<file path="config.mk">
export PLATFORM = sky130hd
export DESIGN_NAME = cpu_and_dma
export DESIGN_NICKNAME = d
export VERILOG_FILES = /design/src/rtl/dma_regs_pkg.sv /design/src/rtl/z80_bus_pkg.sv /design/src/rtl/bus_arbiter.sv /design/src/rtl/cpu_and_dma.sv /design/src/rtl/dma_engine.sv /design/src/rtl/dma_regs.sv
export SDC_FILE = /design/constraint.sdc
export NUM_CORES = 1
export LEC_CHECK = 0
export BUFFER_PORTS_ARGS = -buffer_cell sky130_fd_sc_hd__buf_2
export CAP_MARGIN = 20
export CORE_ASPECT_RATIO = 1.75
export CORE_MARGIN = 8
export CORE_UTILIZATION = 52
export DETAILED_ROUTE_END_ITERATION = 10
export PLACE_DENSITY = 0.76
export SYNTH_ARGS = -nofsm -noshare
export SYNTH_HDL_FRONTEND = slang
export SYNTH_SLANG_ARGS = --single-unit
</file>
<file path="constraint.sdc">
create_clock -name clk -period 1.75 [get_ports clk]
set_input_delay 0 -clock clk [delete_from_list [all_inputs] [get_ports clk]]
set_output_delay 0 -clock clk [all_outputs]
set_load 0.01 [all_outputs]
</file>
<file path="src/rtl/dma_regs_pkg.sv">
package dma_regs_pkg;

  // byte-wide register map seen over wishbone
  typedef enum logic [2:0] {
    src_lo = 3'd0,
    src_hi = 3'd1,
    dst_lo = 3'd2,
    dst_hi = 3'd3,
    len_lo = 3'd4,
    len_hi = 3'd5,
    ctrl   = 3'd6,
    status = 3'd7
  } dma_reg_e;

  // ctrl bit positions
  localparam int ctrl_src_io  = 0;
  localparam int ctrl_dst_io  = 1;
  localparam int ctrl_src_inc = 2;
  localparam int ctrl_dst_inc = 3;
  localparam int ctrl_start   = 7;

  // status bit positions
  localparam int status_busy = 0;
  localparam int status_done = 1;

  // two length bytes in the map, so the count never exceeds 16 bits
  localparam int cfg_len_width = 16;

  // wishbone classic, 8-bit data
  typedef struct packed {
    logic       cyc;
    logic       stb;
    logic       we;
    logic [2:0] adr;
    logic [7:0] dat;
  } wb_req_t;

  typedef struct packed {
    logic [7:0] dat;
    logic       ack;
  } wb_rsp_t;

  // transfer setup handed to the engine
  typedef struct packed {
    logic [15:0]              src;
    logic [15:0]              dst;
    logic [cfg_len_width-1:0] len;
    logic                     src_io;
    logic                     dst_io;
    logic                     src_inc;
    logic                     dst_inc;
    logic                     start;
    logic                     spare;
  } dma_cfg_t;

endpackage

</file>
<file path="src/rtl/z80_bus_pkg.sv">
package z80_bus_pkg;

  // outputs of one bus master
  // all strobes active low as on the z80 pins
  typedef struct packed {
    logic [15:0] a;
    logic [7:0]  dout;
    logic        mreq_n;
    logic        iorq_n;
    logic        rd_n;
    logic        wr_n;
    logic        m1_n;
  } z80_bus_t;

  // released bus with every strobe inactive
  localparam z80_bus_t bus_idle = '{
    a:      16'h0000,
    dout:   8'h00,
    mreq_n: 1'b1,
    iorq_n: 1'b1,
    rd_n:   1'b1,
    wr_n:   1'b1,
    m1_n:   1'b1
  };

  // t-state inside a dma read or write cycle
  // t2 repeats while wait_n is low
  typedef enum logic [1:0] {
    t_idle = 2'd0,
    t1     = 2'd1,
    t2     = 2'd2,
    t3     = 2'd3
  } tstate_e;

endpackage

</file>
<file path="src/rtl/bus_arbiter.sv">
`timescale 1ns/1ps

module bus_arbiter import z80_bus_pkg::*; (
  input  logic     clk,
  input  logic     reset,
  input  logic     req,
  output logic     grant,
  output logic     busrq_n,
  input  logic     busak_n,
  input  z80_bus_t cpu_bus,
  input  z80_bus_t dma_bus,
  output z80_bus_t bus
);

  logic busrq_n_q;
  logic busak_n_q;
  logic own_q;

  // busrq_n lags req by one cycle both ways
  // busak_n registered before use
  always_ff @(posedge clk) begin
    if (reset) begin
      busrq_n_q <= 1'b1;
      busak_n_q <= 1'b1;
      own_q     <= 1'b0;
    end else begin
      busrq_n_q <= !req;
      busak_n_q <= busak_n;
      // ownership once the registered acknowledge is low
      own_q     <= req && !busak_n_q;
    end
  end

  // drops in the same cycle as req
  // also drops at once if the cpu takes busak_n back
  assign grant   = own_q && req && !busak_n_q;
  assign busrq_n = busrq_n_q;

  // strobe mux
  always_comb begin
    if (grant) begin
      bus      = dma_bus;
      // no opcode fetch while the dma drives
      bus.m1_n = 1'b1;
    end else begin
      bus = cpu_bus;
    end
  end

  // the dma only drives after the cpu has acknowledged
  a_grant_after_busak: assert property (@(posedge clk) disable iff (reset)
    grant |-> $past(!busak_n));

endmodule

</file>
<file path="src/rtl/cpu_and_dma.sv">
`timescale 1ns/1ps

module cpu_and_dma import z80_bus_pkg::*; import dma_regs_pkg::*; #(
  parameter int count_width = 16
) (
  input  logic       clk,
  input  logic       reset,
  input  wb_req_t    wb_req,
  output wb_rsp_t    wb_rsp,
  input  z80_bus_t   cpu_bus,
  output logic       busrq_n,
  input  logic       busak_n,
  input  logic       wait_n,
  input  logic [7:0] di,
  output z80_bus_t   bus,
  output logic       irq
);

  dma_cfg_t cfg;
  logic     busy;
  logic     done_pulse;
  logic     req;
  logic     grant;
  z80_bus_t dma_bus;

  // host side register file
  dma_regs #(
    .count_width(count_width)
  ) u_dma_regs (
    .clk       (clk),
    .reset     (reset),
    .wb_req    (wb_req),
    .wb_rsp    (wb_rsp),
    .cfg       (cfg),
    .busy      (busy),
    .done_pulse(done_pulse)
  );

  // transfer engine, data comes back on the shared di
  dma_engine #(
    .count_width(count_width)
  ) u_dma_engine (
    .clk       (clk),
    .reset     (reset),
    .cfg       (cfg),
    .di        (di),
    .wait_n    (wait_n),
    .grant     (grant),
    .req       (req),
    .dma_bus   (dma_bus),
    .busy      (busy),
    .done_pulse(done_pulse)
  );

  // cpu handshake and output mux
  bus_arbiter u_bus_arbiter (
    .clk    (clk),
    .reset  (reset),
    .req    (req),
    .grant  (grant),
    .busrq_n(busrq_n),
    .busak_n(busak_n),
    .cpu_bus(cpu_bus),
    .dma_bus(dma_bus),
    .bus    (bus)
  );

  // end of transfer doubles as the interrupt
  assign irq = done_pulse;

endmodule

</file>
<file path="src/rtl/dma_engine.sv">
`timescale 1ns/1ps

module dma_engine import z80_bus_pkg::*; import dma_regs_pkg::*; #(
  parameter int count_width = 16
) (
  input  logic       clk,
  input  logic       reset,
  input  dma_cfg_t   cfg,
  input  logic [7:0] di,
  input  logic       wait_n,
  input  logic       grant,
  output logic       req,
  output z80_bus_t   dma_bus,
  output logic       busy,
  output logic       done_pulse
);

  typedef enum logic [1:0] {
    ph_idle,
    ph_wait_grant,
    ph_read,
    ph_write
  } dma_phase_e;

  dma_phase_e             phase_q;
  tstate_e                tstate_q;
  logic                   req_q;
  logic                   done_q;
  logic [15:0]            src_q;
  logic [15:0]            dst_q;
  logic [count_width-1:0] cnt_q;
  logic [7:0]             data_q;
  logic                   src_io_q;
  logic                   dst_io_q;
  logic                   src_inc_q;
  logic                   dst_inc_q;
  z80_bus_t               drv;

  // control state
  always_ff @(posedge clk) begin
    if (reset) begin
      phase_q  <= ph_idle;
      tstate_q <= t_idle;
      req_q    <= 1'b0;
      done_q   <= 1'b0;
    end else begin
      done_q <= 1'b0;
      case (phase_q)
        ph_idle: begin
          if (cfg.start) begin
            // zero length finishes here without touching the bus
            if (cfg.len == '0) begin
              done_q <= 1'b1;
            end else begin
              req_q   <= 1'b1;
              phase_q <= ph_wait_grant;
            end
          end
        end
        ph_wait_grant: begin
          if (grant) begin
            phase_q  <= ph_read;
            tstate_q <= t1;
          end
        end
        ph_read, ph_write: begin
          case (tstate_q)
            t1: tstate_q <= t2;
            // wait states stretch t2
            t2: if (wait_n) tstate_q <= t3;
            t3: begin
              tstate_q <= t1;
              if (phase_q == ph_read) begin
                phase_q <= ph_write;
              end else if (cnt_q == count_width'(1)) begin
                // last byte written, hand the bus back
                phase_q  <= ph_idle;
                tstate_q <= t_idle;
                req_q    <= 1'b0;
                done_q   <= 1'b1;
              end else begin
                phase_q <= ph_read;
              end
            end
            default: tstate_q <= t1;
          endcase
        end
        default: phase_q <= ph_idle;
      endcase
    end
  end

  // addresses, count and data byte
  always_ff @(posedge clk) begin
    if (phase_q == ph_idle && cfg.start) begin
      src_q     <= cfg.src;
      dst_q     <= cfg.dst;
      cnt_q     <= cfg.len[count_width-1:0];
      src_io_q  <= cfg.src_io;
      dst_io_q  <= cfg.dst_io;
      src_inc_q <= cfg.src_inc;
      dst_inc_q <= cfg.dst_inc;
    end
    if (tstate_q == t3 && phase_q == ph_read) begin
      // di sampled at the end of t3
      data_q <= di;
      if (src_inc_q) begin
        src_q <= src_q + 16'd1;
      end
    end
    if (tstate_q == t3 && phase_q == ph_write) begin
      cnt_q <= cnt_q - count_width'(1);
      if (dst_inc_q) begin
        dst_q <= dst_q + 16'd1;
      end
    end
  end

  // strobes from phase and t-state
  always_comb begin
    drv = bus_idle;
    case (phase_q)
      ph_read: begin
        drv.a      = src_q;
        drv.mreq_n = src_io_q;
        drv.iorq_n = !src_io_q;
        drv.rd_n   = 1'b0;
      end
      ph_write: begin
        drv.a      = dst_q;
        drv.dout   = data_q;
        drv.mreq_n = dst_io_q;
        drv.iorq_n = !dst_io_q;
        // wr_n follows mreq_n by one clock as on the z80
        drv.wr_n   = (tstate_q == t1);
      end
      default: ;
    endcase
    dma_bus = grant ? drv : bus_idle;
  end

  assign req        = req_q;
  assign busy       = (phase_q != ph_idle);
  assign done_pulse = done_q;

  a_rd_wr_excl: assert property (@(posedge clk) disable iff (reset)
    !(!dma_bus.rd_n && !dma_bus.wr_n));

  // nothing leaks onto the bus before the arbiter hands it over
  a_idle_no_grant: assert property (@(posedge clk) disable iff (reset)
    !grant |-> (dma_bus == bus_idle));

endmodule

</file>
<file path="src/rtl/dma_regs.sv">
`timescale 1ns/1ps

module dma_regs import dma_regs_pkg::*; #(
  parameter int count_width = 16
) (
  input  logic     clk,
  input  logic     reset,
  input  wb_req_t  wb_req,
  output wb_rsp_t  wb_rsp,
  output dma_cfg_t cfg,
  input  logic     busy,
  input  logic     done_pulse
);

  logic [15:0]            src_q;
  logic [15:0]            dst_q;
  logic [count_width-1:0] len_q;
  logic [15:0]            len_wide;
  logic [3:0]             mode_q;
  logic                   start_q;
  logic                   done_q;
  logic                   ack_q;
  logic                   wr_en;
  dma_reg_e               reg_sel;

  assign reg_sel  = dma_reg_e'(wb_req.adr);
  // length seen as two bytes, bits above count_width read as zero
  assign len_wide = 16'(len_q);
  // writes land on the edge that closes the ack cycle
  assign wr_en    = ack_q && wb_req.cyc && wb_req.stb && wb_req.we;

  // ack one cycle after the request
  // the cycle after ack is dead so the held request is not seen twice
  always_ff @(posedge clk) begin
    if (reset) begin
      ack_q <= 1'b0;
    end else begin
      ack_q <= wb_req.cyc && wb_req.stb && !ack_q;
    end
  end

  always_ff @(posedge clk) begin
    if (reset) begin
      src_q   <= '0;
      dst_q   <= '0;
      len_q   <= '0;
      mode_q  <= '0;
      start_q <= 1'b0;
      done_q  <= 1'b0;
    end else begin
      // start lives for one cycle only
      start_q <= 1'b0;
      if (wr_en) begin
        case (reg_sel)
          src_lo: src_q[7:0]  <= wb_req.dat;
          src_hi: src_q[15:8] <= wb_req.dat;
          dst_lo: dst_q[7:0]  <= wb_req.dat;
          dst_hi: dst_q[15:8] <= wb_req.dat;
          len_lo: len_q <= count_width'({len_wide[15:8], wb_req.dat});
          len_hi: len_q <= count_width'({wb_req.dat, len_wide[7:0]});
          ctrl: begin
            mode_q  <= wb_req.dat[3:0];
            // a start while a transfer runs is dropped
            start_q <= wb_req.dat[ctrl_start] && !busy;
            done_q  <= 1'b0;
          end
          default: ;
        endcase
      end
      // end of transfer wins over a clearing write in the same cycle
      if (done_pulse) begin
        done_q <= 1'b1;
      end
    end
  end

  // read data only on the ack cycle
  always_comb begin
    wb_rsp.ack = ack_q;
    wb_rsp.dat = 8'h00;
    if (ack_q) begin
      case (reg_sel)
        src_lo: wb_rsp.dat = src_q[7:0];
        src_hi: wb_rsp.dat = src_q[15:8];
        dst_lo: wb_rsp.dat = dst_q[7:0];
        dst_hi: wb_rsp.dat = dst_q[15:8];
        len_lo: wb_rsp.dat = len_wide[7:0];
        len_hi: wb_rsp.dat = len_wide[15:8];
        ctrl:   wb_rsp.dat = {4'b0000, mode_q};
        status: begin
          wb_rsp.dat[status_busy] = busy;
          wb_rsp.dat[status_done] = done_q;
        end
        default: wb_rsp.dat = 8'h00;
      endcase
    end
  end

  assign cfg.src     = src_q;
  assign cfg.dst     = dst_q;
  assign cfg.len     = cfg_len_width'(len_q);
  assign cfg.src_io  = mode_q[ctrl_src_io];
  assign cfg.dst_io  = mode_q[ctrl_dst_io];
  assign cfg.src_inc = mode_q[ctrl_src_inc];
  assign cfg.dst_inc = mode_q[ctrl_dst_inc];
  assign cfg.start   = start_q;
  assign cfg.spare   = 1'b0;

  // every access sees a single ack even when the master keeps stb up
  a_ack_single: assert property (@(posedge clk) disable iff (reset)
    wb_rsp.ack |=> !wb_rsp.ack);

endmodule

</file>
[Yosys cells after proc, flatten, opt, wreduce, memory -nomap -nowiden]
Cells that the tools add are included.
Operators by class
  $add $sub $neg: 3
  multipliers: 0
  divide/modulo/power cells: 0
  magnitude comparators: 0
  eq/ne operators: 21
  shifts and indexed selects: 0
  multiplexer cells: 46
  bitwise operators: 4
  reduce and logical (&&, ||, !) cells: 40
Operators by type and width (count)
  16-bit 2-to-1 mux: 8
  16-bit case mux with 2 select lines: 2
  6-bit case mux with 7 select lines: 1
  16-bit by 1-bit adder with 16-bit output, second input constant: 2
  29-bit 2-to-1 mux: 1
  2-bit 2-to-1 mux: 9
  16-bit by 1-bit equality test with 1-bit output, second input constant: 1
  16-bit zero test: 1
  1-bit 2-to-1 mux: 16
  8-bit 2-to-1 mux: 2
  2-bit case mux with 8 select lines: 1
  16-bit by 1-bit subtractor with 16-bit output, second input constant: 1
  3-bit equality test, second input constant: 4
  1-bit logical AND: 12
  2-bit case mux with 3 select lines: 2
  2-bit AND reduction: 6
  2-bit nonzero test: 6
  3-bit AND reduction: 3
  2-bit equality test, second input constant: 4
  2-bit != test, second input constant: 4
  2-bit case mux with 2 select lines: 2
  3-bit by 2-bit equality test with 1-bit output, second input constant: 2
  1-bit zero test: 6
  6-bit AND reduction: 1
  other kinds (11): 17
Storage, ports and cells
  bits in registers: 124
  latch bits: 0
  bits in writable memories: 0
  bits in read-only memories: 0
  input bits: 55
  output and inout port bits: 40
  logic and storage cells: 139
  memories kept: 0

[Depth between registers and ports, before layout]
Gate-level depths: netlist (run 1).
  word-level depth: 5
  depth in mapped cells: 7

[Modules after synthesis]
Synthesis (run 1) repeated with hierarchy kept, for this count alone.
Second synthesis, totals
  cells, all modules: 729
  area total of the unflattened synthesis: 7033.0 um2
Modules (own cells, without submodules)
  dma_engine: instances 1, cells an instance 416, area an instance 3787.4 um2, seq. area each 1601.5 um2
  dma_regs: instances 1, cells an instance 273, area an instance 2685.1 um2, seq. area each 1101.1 um2
  bus_arbiter: instances 1, cells an instance 40, area an instance 560.5 um2, seq. area each 60.1 um2

[Least setup slack after synthesis (run 1)]
Ideal clock, no wire load.
  kind: reg2reg
  start point: reg u_dma_engine.cnt_q[0]
  end point: reg u_dma_engine.cnt_q[15], data pin
  setup time: 0.259 ns
  data arrival time: 1.624 ns
  data required time: 1.491 ns
  slack: -0.133 ns
  cell stages (with the launch flop): 5
  period minus slack after synthesis: 1.883 ns
  cell sequence: edfxtp_1 -> or4_4 -> buf_6 -> o31a_1 -> o31a_1
Between the ends
  cells in the longest elaborated chain, start to end: 2
Ends and longest elaborated chain
  start, declared: line dma_engine.sv:31  | logic [count_width-1:0] cnt_q;
  start signal, assigned: line dma_engine.sv:98  | cnt_q <= cfg.len[count_width-1:0];
  start signal, assigned: line dma_engine.sv:112  | cnt_q <= cnt_q - count_width'(1);
  16-bit by 1-bit subtractor with 16-bit output: line dma_engine.sv:112
  16-bit 2-to-1 mux: line dma_engine.sv:111  | if (tstate_q == t3 && phase_q == ph_write) begin
Every way passes these cells.
A chain may end at the register's enable or synchronous reset.

[Worst setup path after layout (run 1)]
  start point: reg u_dma_engine.cnt_q[5]
  end point: reg u_dma_engine.cnt_q[15], data pin
Same word-level chain as after synthesis.

==> metrics.cfg, run 1 <==
[run_status]
status=finished, violations left
violations=setup timing

[floorplanning]
die_w_um=101
coreArea_sq_um=12500
start_util_pct=53.1
ios=95
rows=54
dieArea_sq_um=16800
die_y_um=166

[sta]
layout_setup_ws_ns=-0.0718
fmax_mhz=549
slew_headroom_pct=63.7
timing.hold.ws_ns=0.0418
drv_slew=0
post-route-min-period_ns=1.82
finalSetupViolCount=5
rsz0062_at_grt=yes
tightest_slew_ns=0.543
finClkSkew_ns=0.00817
layout_worst_path_cycle_share_pct=104
hold_violations=0
setup-tns-final_ns=-0.240

[pwr]
seq_power_share_pct=41.0
intPower_mw=5.75
switchingPower_mw=1.49
peakVddDrop_mv=0.829
switching_share_pct=20.6
combPwrFrac_pct=5.0
clock_power_share_pct=54.0
p_total_mw=7.24
p_leak_nw=3.55
p_per_area_nw_per_um2=829

[synth]
postSynth.asyncResetShare_pct=0
ys_top_cells_by_count=dfxtp_1, nor2_1, nand2_1
synth_area_per_cell_sq_um=9.03
syn_area_sq_um=6640
yosys-top-cells-area=dfxtp_1, edfxtp_1, mux2i_1
synth_edf_count=28
ys_warn_count=0
seq_area_frac_synth_pct=41.6
synth_cell_types=68
ys_seq_elements=124
synthFlopType=dfxtp_1
syn_nets=799
synth_top_area_share_pct=28.9
postSynthCellCount=736
yosys.area.top_type=dfxtp_1
yosysMostFrequentCell=dfxtp_1

[route]
ant_nets=0
routedWlPerCell_um=19.9
wirelength_um=21400
vias=6360
drc=0
via_per_inst=5.92
first_pass_iters=5
drtIter0Drc=445

[global_route]
grt_use_met1_pct=25.4
track_usage_pct=26.2
overflow=0
grt_pass1_wl_um=33500
grtUsageMet2_pct=47.6
grt_pass1_vias=6460
met3_usage_pct=4.53
grt.busiest_layer=met2
antenna_found_initial=0
grt_max_degree=54

[placement]
dpl.cell_count=1008
portBuffers=94
dpl_worst_slack_ns=-0.0756
dp_hpwl_um=15300
dpl_cell_area_sq_um=7590
gp_congestion=0.953

[worst_hold_path]
min_to=u_dma_engine.tstate_q[0]
min_from=wait_n
whs_path_depth=5
min_path_type=in -> reg

[critical_path]
cp.required_ns=1.92
path_class=reg -> reg
reg2reg_depth=3
reg2reg_to=u_dma_engine.cnt_q[15]
arrival_ns=1.99
crit_path_end_kind=flop
rr_startpoint=u_dma_engine.cnt_q[5]
r2r_slack_ns=-0.07
start_kind=flop
critPathMaxFanout=5

[clocking]
clk_latency_ns=0.42
cts_buffers=17
cts_tree=yes
root_buffer=clkbuf_16
clock_path_buffers=2
h-tree-depth=4
clock-sinks=124
cts.reportedPaths.clkPinSlew_ns=0.05

[layout]
drive_gt1_share_pct=28.0
num_antenna_cells=0
nets=956
fillers=944
final_util_pct=69.8
stdcell_area_sq_um=8730
area_growth_pct=31.4
layout.cells.non_filler=1074

[job]
max_cap_viol_count=0

## kinds of logic after synthesis
logic type               synth area share [%]
adder cells (fa/ha/maj)                  1.51
XOR/XNOR                                 1.58
buffers and inverters                    4.60
AND/OR/NAND/NOR                          23.4
flip-flops                               41.6
multiplexers                             12.2
AO/OA/AOI/OAI                            15.2
## cell usage in the layout (no fill, tap or decap), types with 6 or more instances in the layout
cell type	instances
and2_1	8
o22ai_1	12
nor4_1	7
edfxtp_1	28
nand4_1	6
o21ai_0	25
nand3_1	22
inv_1	17
buf_2	94
xnor2_1	6
a21oi_1	34
buf_4	68
nor3_1	10
dlygate4sd3_1	21
clkbuf_8	6
nor2_1	88
and3_1	8
ha_1	6
o21ai_1	8
a311oi_1	10
mux4_2	6
mux2i_1	62
clkbuf_16	19
a211oi_1	10
nand2_1	82
nor4b_1	10
dfxtp_1	92
o31ai_1	15
nand2b_1	7
## critical path: stages, from the launching register on
cell and delay [ns]:
edfxtp_1 0.38, or4_4 0.60, o31a_1 0.31, o31a_1 0.28
## how the worst max path moves through the flow
stage | startpoint | endpoint | slack [ns] | cells past startpoint
global route | u_dma_engine.cnt_q[2] | u_dma_engine.cnt_q[13] | -0.13 | 5
detailed placement | u_dma_engine.cnt_q[0] | u_dma_engine.cnt_q[7] | -0.08 | 4
global placement | u_dma_engine.cnt_q[0] | u_dma_engine.cnt_q[15] | -0.01 | 3
finish | u_dma_engine.cnt_q[5] | u_dma_engine.cnt_q[15] | -0.07 | 3
CTS | u_dma_engine.phase_q[0] | wb_rsp[1] | -0.07 | 5
floorplan | u_dma_engine.cnt_q[6] | u_dma_engine.cnt_q[15] | -0.05 | 3
## registers in the layout (all words and copies together), names as in the netlist, 2 cells and up
register,flops
u_dma_regs.dst_q,16
u_dma_engine.src_q,16
u_dma_engine.data_q,8
u_dma_regs.src_q,16
u_dma_regs.mode_q,4
u_dma_regs.len_q,16
u_dma_engine.dst_q,16
u_dma_engine.phase_q,2
u_dma_engine.cnt_q,16
u_dma_engine.tstate_q,2
## layer usage
| layer | wire, um | up-vias |
|---|---|---|
| met2 | 11500 | 227 |
| li1 | - | 3006 |
| met1 | 7460 | 3052 |
| met5 | 0 | - |
| met4 | 1480 | 0 |
| met3 | 946 | 75 |
## power by group through the flow
stage	combinational, mW	sequential (mW)	clock (mW)
3_3_place_gp	0.310	3.03	0
3_5_place_dp	0.318	3.03	0
5_1_grt	0.391	2.97	4.06
2_1_floorplan	0.171	3.02	0
4_1_cts	0.357	2.96	3.94
6_report	0.364	2.97	3.91
## cell type report
type,instances,area (sq um),area share (%)
Sequential cell,124,2770,31.8
Clock inverter,7,120,1.38
Inverter,19,71.3,0.817
Clock buffer,25,558,6.39
Timing Repair Buffer,189,1290,14.8
Tap cell,168,210,2.41
Multi-Input combinational cell,542,3700,42.4
## what timing repair did
action | CTS | global route
setup buffers | 5 | 8
hold buffers | 21 | 0
gates resized for setup | 12 | 23
endpoints found under the hold margin | 56 | 0
setup endpoints to repair | 26 | 50
pin swaps | 7 | 15
(Power assumes the default switching activity.)
==> inputs of run 2 (changes only) <==
- RECOVER_POWER: not set -> 25
- SLEW_MARGIN: not set -> 40
==> run 2 against run 1 <==
The run still ends with setup timing left; via count fell by 0.17%; count of clock-buffer cells in the layout unchanged; sequential power about the same; flip-flop and latch count unchanged; cell count stayed put; hold slack about the same; routed wire length hardly changed; non-clock buffer count is the same; combinational power hardly changed; die area did not move; critical path type unchanged; highest routed layer unchanged.
==> metrics.cfg, run 2 (same netlist as run 1, synthesis figures left out) <==
[floorplanning]
ios=95
die_w_um=101
rows=54
dieArea_sq_um=16800
start_util_pct=53.1
coreArea_sq_um=12500
die_y_um=166

[global_route]
antenna_found_initial=0
grt_pass1_vias=6460
grt_pass1_wl_um=33500
track_usage_pct=26.2
grt_max_degree=54
overflow=0

[clocking]
h-tree-depth=4
clk_latency_ns=0.42
root_buffer=clkbuf_16
clock-sinks=124
clock_path_buffers=2
cts_tree=yes
cts_buffers=17
cts.reportedPaths.clkPinSlew_ns=0.05

[layout]
final_util_pct=69.8
multi_input_area_sq_um=3700
fillers=947
area_growth_pct=31.3
final_cell_mix=dfxtp_1, buf_2, nor2_1
final_common_cell=dfxtp_1
nets=956
layout.cells.non_filler=1074
num_antenna_cells=0
drive_gt1_share_pct=27.5
regArea_sq_um=2770

[critical_path]
start_kind=flop
slowest_stage=or4_4
crit_chain=or4_4, o31a_1, o31a_1
path_class=reg -> reg
crit_path_end_kind=flop
cp.required_ns=1.92
path_common_cell=o31a_1
arrival_ns=1.99
max_stage_delay_ns=0.60
critPathMaxFanout=5

[placement]
gp_congestion=0.953
dp_hpwl_um=15300
dpl_worst_slack_ns=-0.0756
portBuffers=94
dpl.cell_count=1008

[route]
routedWlPerCell_um=19.9
vias=6349
ant_nets=0
drc=0
drtIter0Drc=443
wirelength_um=21400
first_pass_iters=6
via_per_inst=5.91

[sta]
layout_worst_path_cycle_share_pct=104
post-route-min-period_ns=1.82
layout_setup_ws_ns=-0.0722
fmax_mhz=549
finClkSkew_ns=0.00804
finalSetupViolCount=5
tightest_slew_ns=0.577
slew_headroom_pct=61.5
drv_slew=0
rsz0062_at_grt=yes
hold_violations=0

[worst_hold_path]
min_path_type=in -> reg

[pwr]
p_per_area_nw_per_um2=830
peakVddDrop_mv=0.830
p_leak_nw=3.54

[run_status]
violations=setup timing
status=finished, violations left

[job]
max_cap_viol_count=0

[run 2: cell types whose count changed in the layout (fill, tap and decap cells not counted), sizes merged]
cell,before,now
buf,168,162
clkbuf,25,31
[run 2: critical path, delay by kind of cell, from the launching register on]
kind             cells  cell delay [ns]
AND/OR/NAND/NOR      1             0.60
flip-flops           1             0.38
AO/OA/AOI/OAI        2             0.59
[run 2: per-layer routing]
layer,vias up,GRT usage (%),routed length (um)
li1,3005,-,-
met1,3014,25.4,7390
met2,254,47.6,11500
met3,76,4.53,1020
met4,0,20.5,1470
met5,-,0,0
[run 2: path summary, 6_finish.rpt]
check	start	end	slack (ns)	cells past startpoint
setup / recovery	u_dma_engine.cnt_q[5]	u_dma_engine.cnt_q[15]	-0.07	3
hold / removal	wait_n	u_dma_engine.tstate_q[0]	0.04	5
setup reg to reg	u_dma_engine.cnt_q[5]	u_dma_engine.cnt_q[15]	-0.07	3
hold reg to reg	u_bus_arbiter.busak_n_q	u_bus_arbiter.own_q	0.44	1
[run 2: layout make-up]
type / count / area share [%]
multi-input combinational: 542 / 42.5
sequential: 124 / 31.8
timing repair buffer: 189 / 14.7
clock buffer: 25 / 6.40
tap: 168 / 2.41
clock inverter: 7 / 1.38
inverter: 19 / 0.818
[run 2: where the power goes]
group          total [mW]  internal (mW)  switching, mW
clock                3.91           2.64           1.27
sequential           2.97           2.94         0.0289
combinational       0.362          0.165          0.197
[run 2: what timing repair did]
| item | in CTS | in global routing |
|---|---|---|
| endpoints found under the hold margin | 56 | 0 |
| pin swaps | 7 | 15 |
| resized for setup | 12 | 23 |
| buffers inserted | 5 | 8 |
| hold buffers | 21 | 0 |
| endpoints found under the setup margin | 26 | 50 |
[run 2: per-stage QoR]
| stage | area (sq um) | TNS (ns) | power (mW) | hold slack [ns] |
|---|---|---|---|---|
| floorplan | 6650 | -0.0528 | 3.19 | 0.0989 |
| global placement | 7590 | -0.0105 | 3.34 | 0.178 |
| detailed placement | 7590 | -0.148 | 3.34 | 0.179 |
| CTS | 8570 | -0.192 | 7.26 | 0.0211 |
| global route | 8720 | -0.660 | 7.41 | 0.0713 |
| finish | 8720 | -0.241 | 7.24 | 0.0416 |
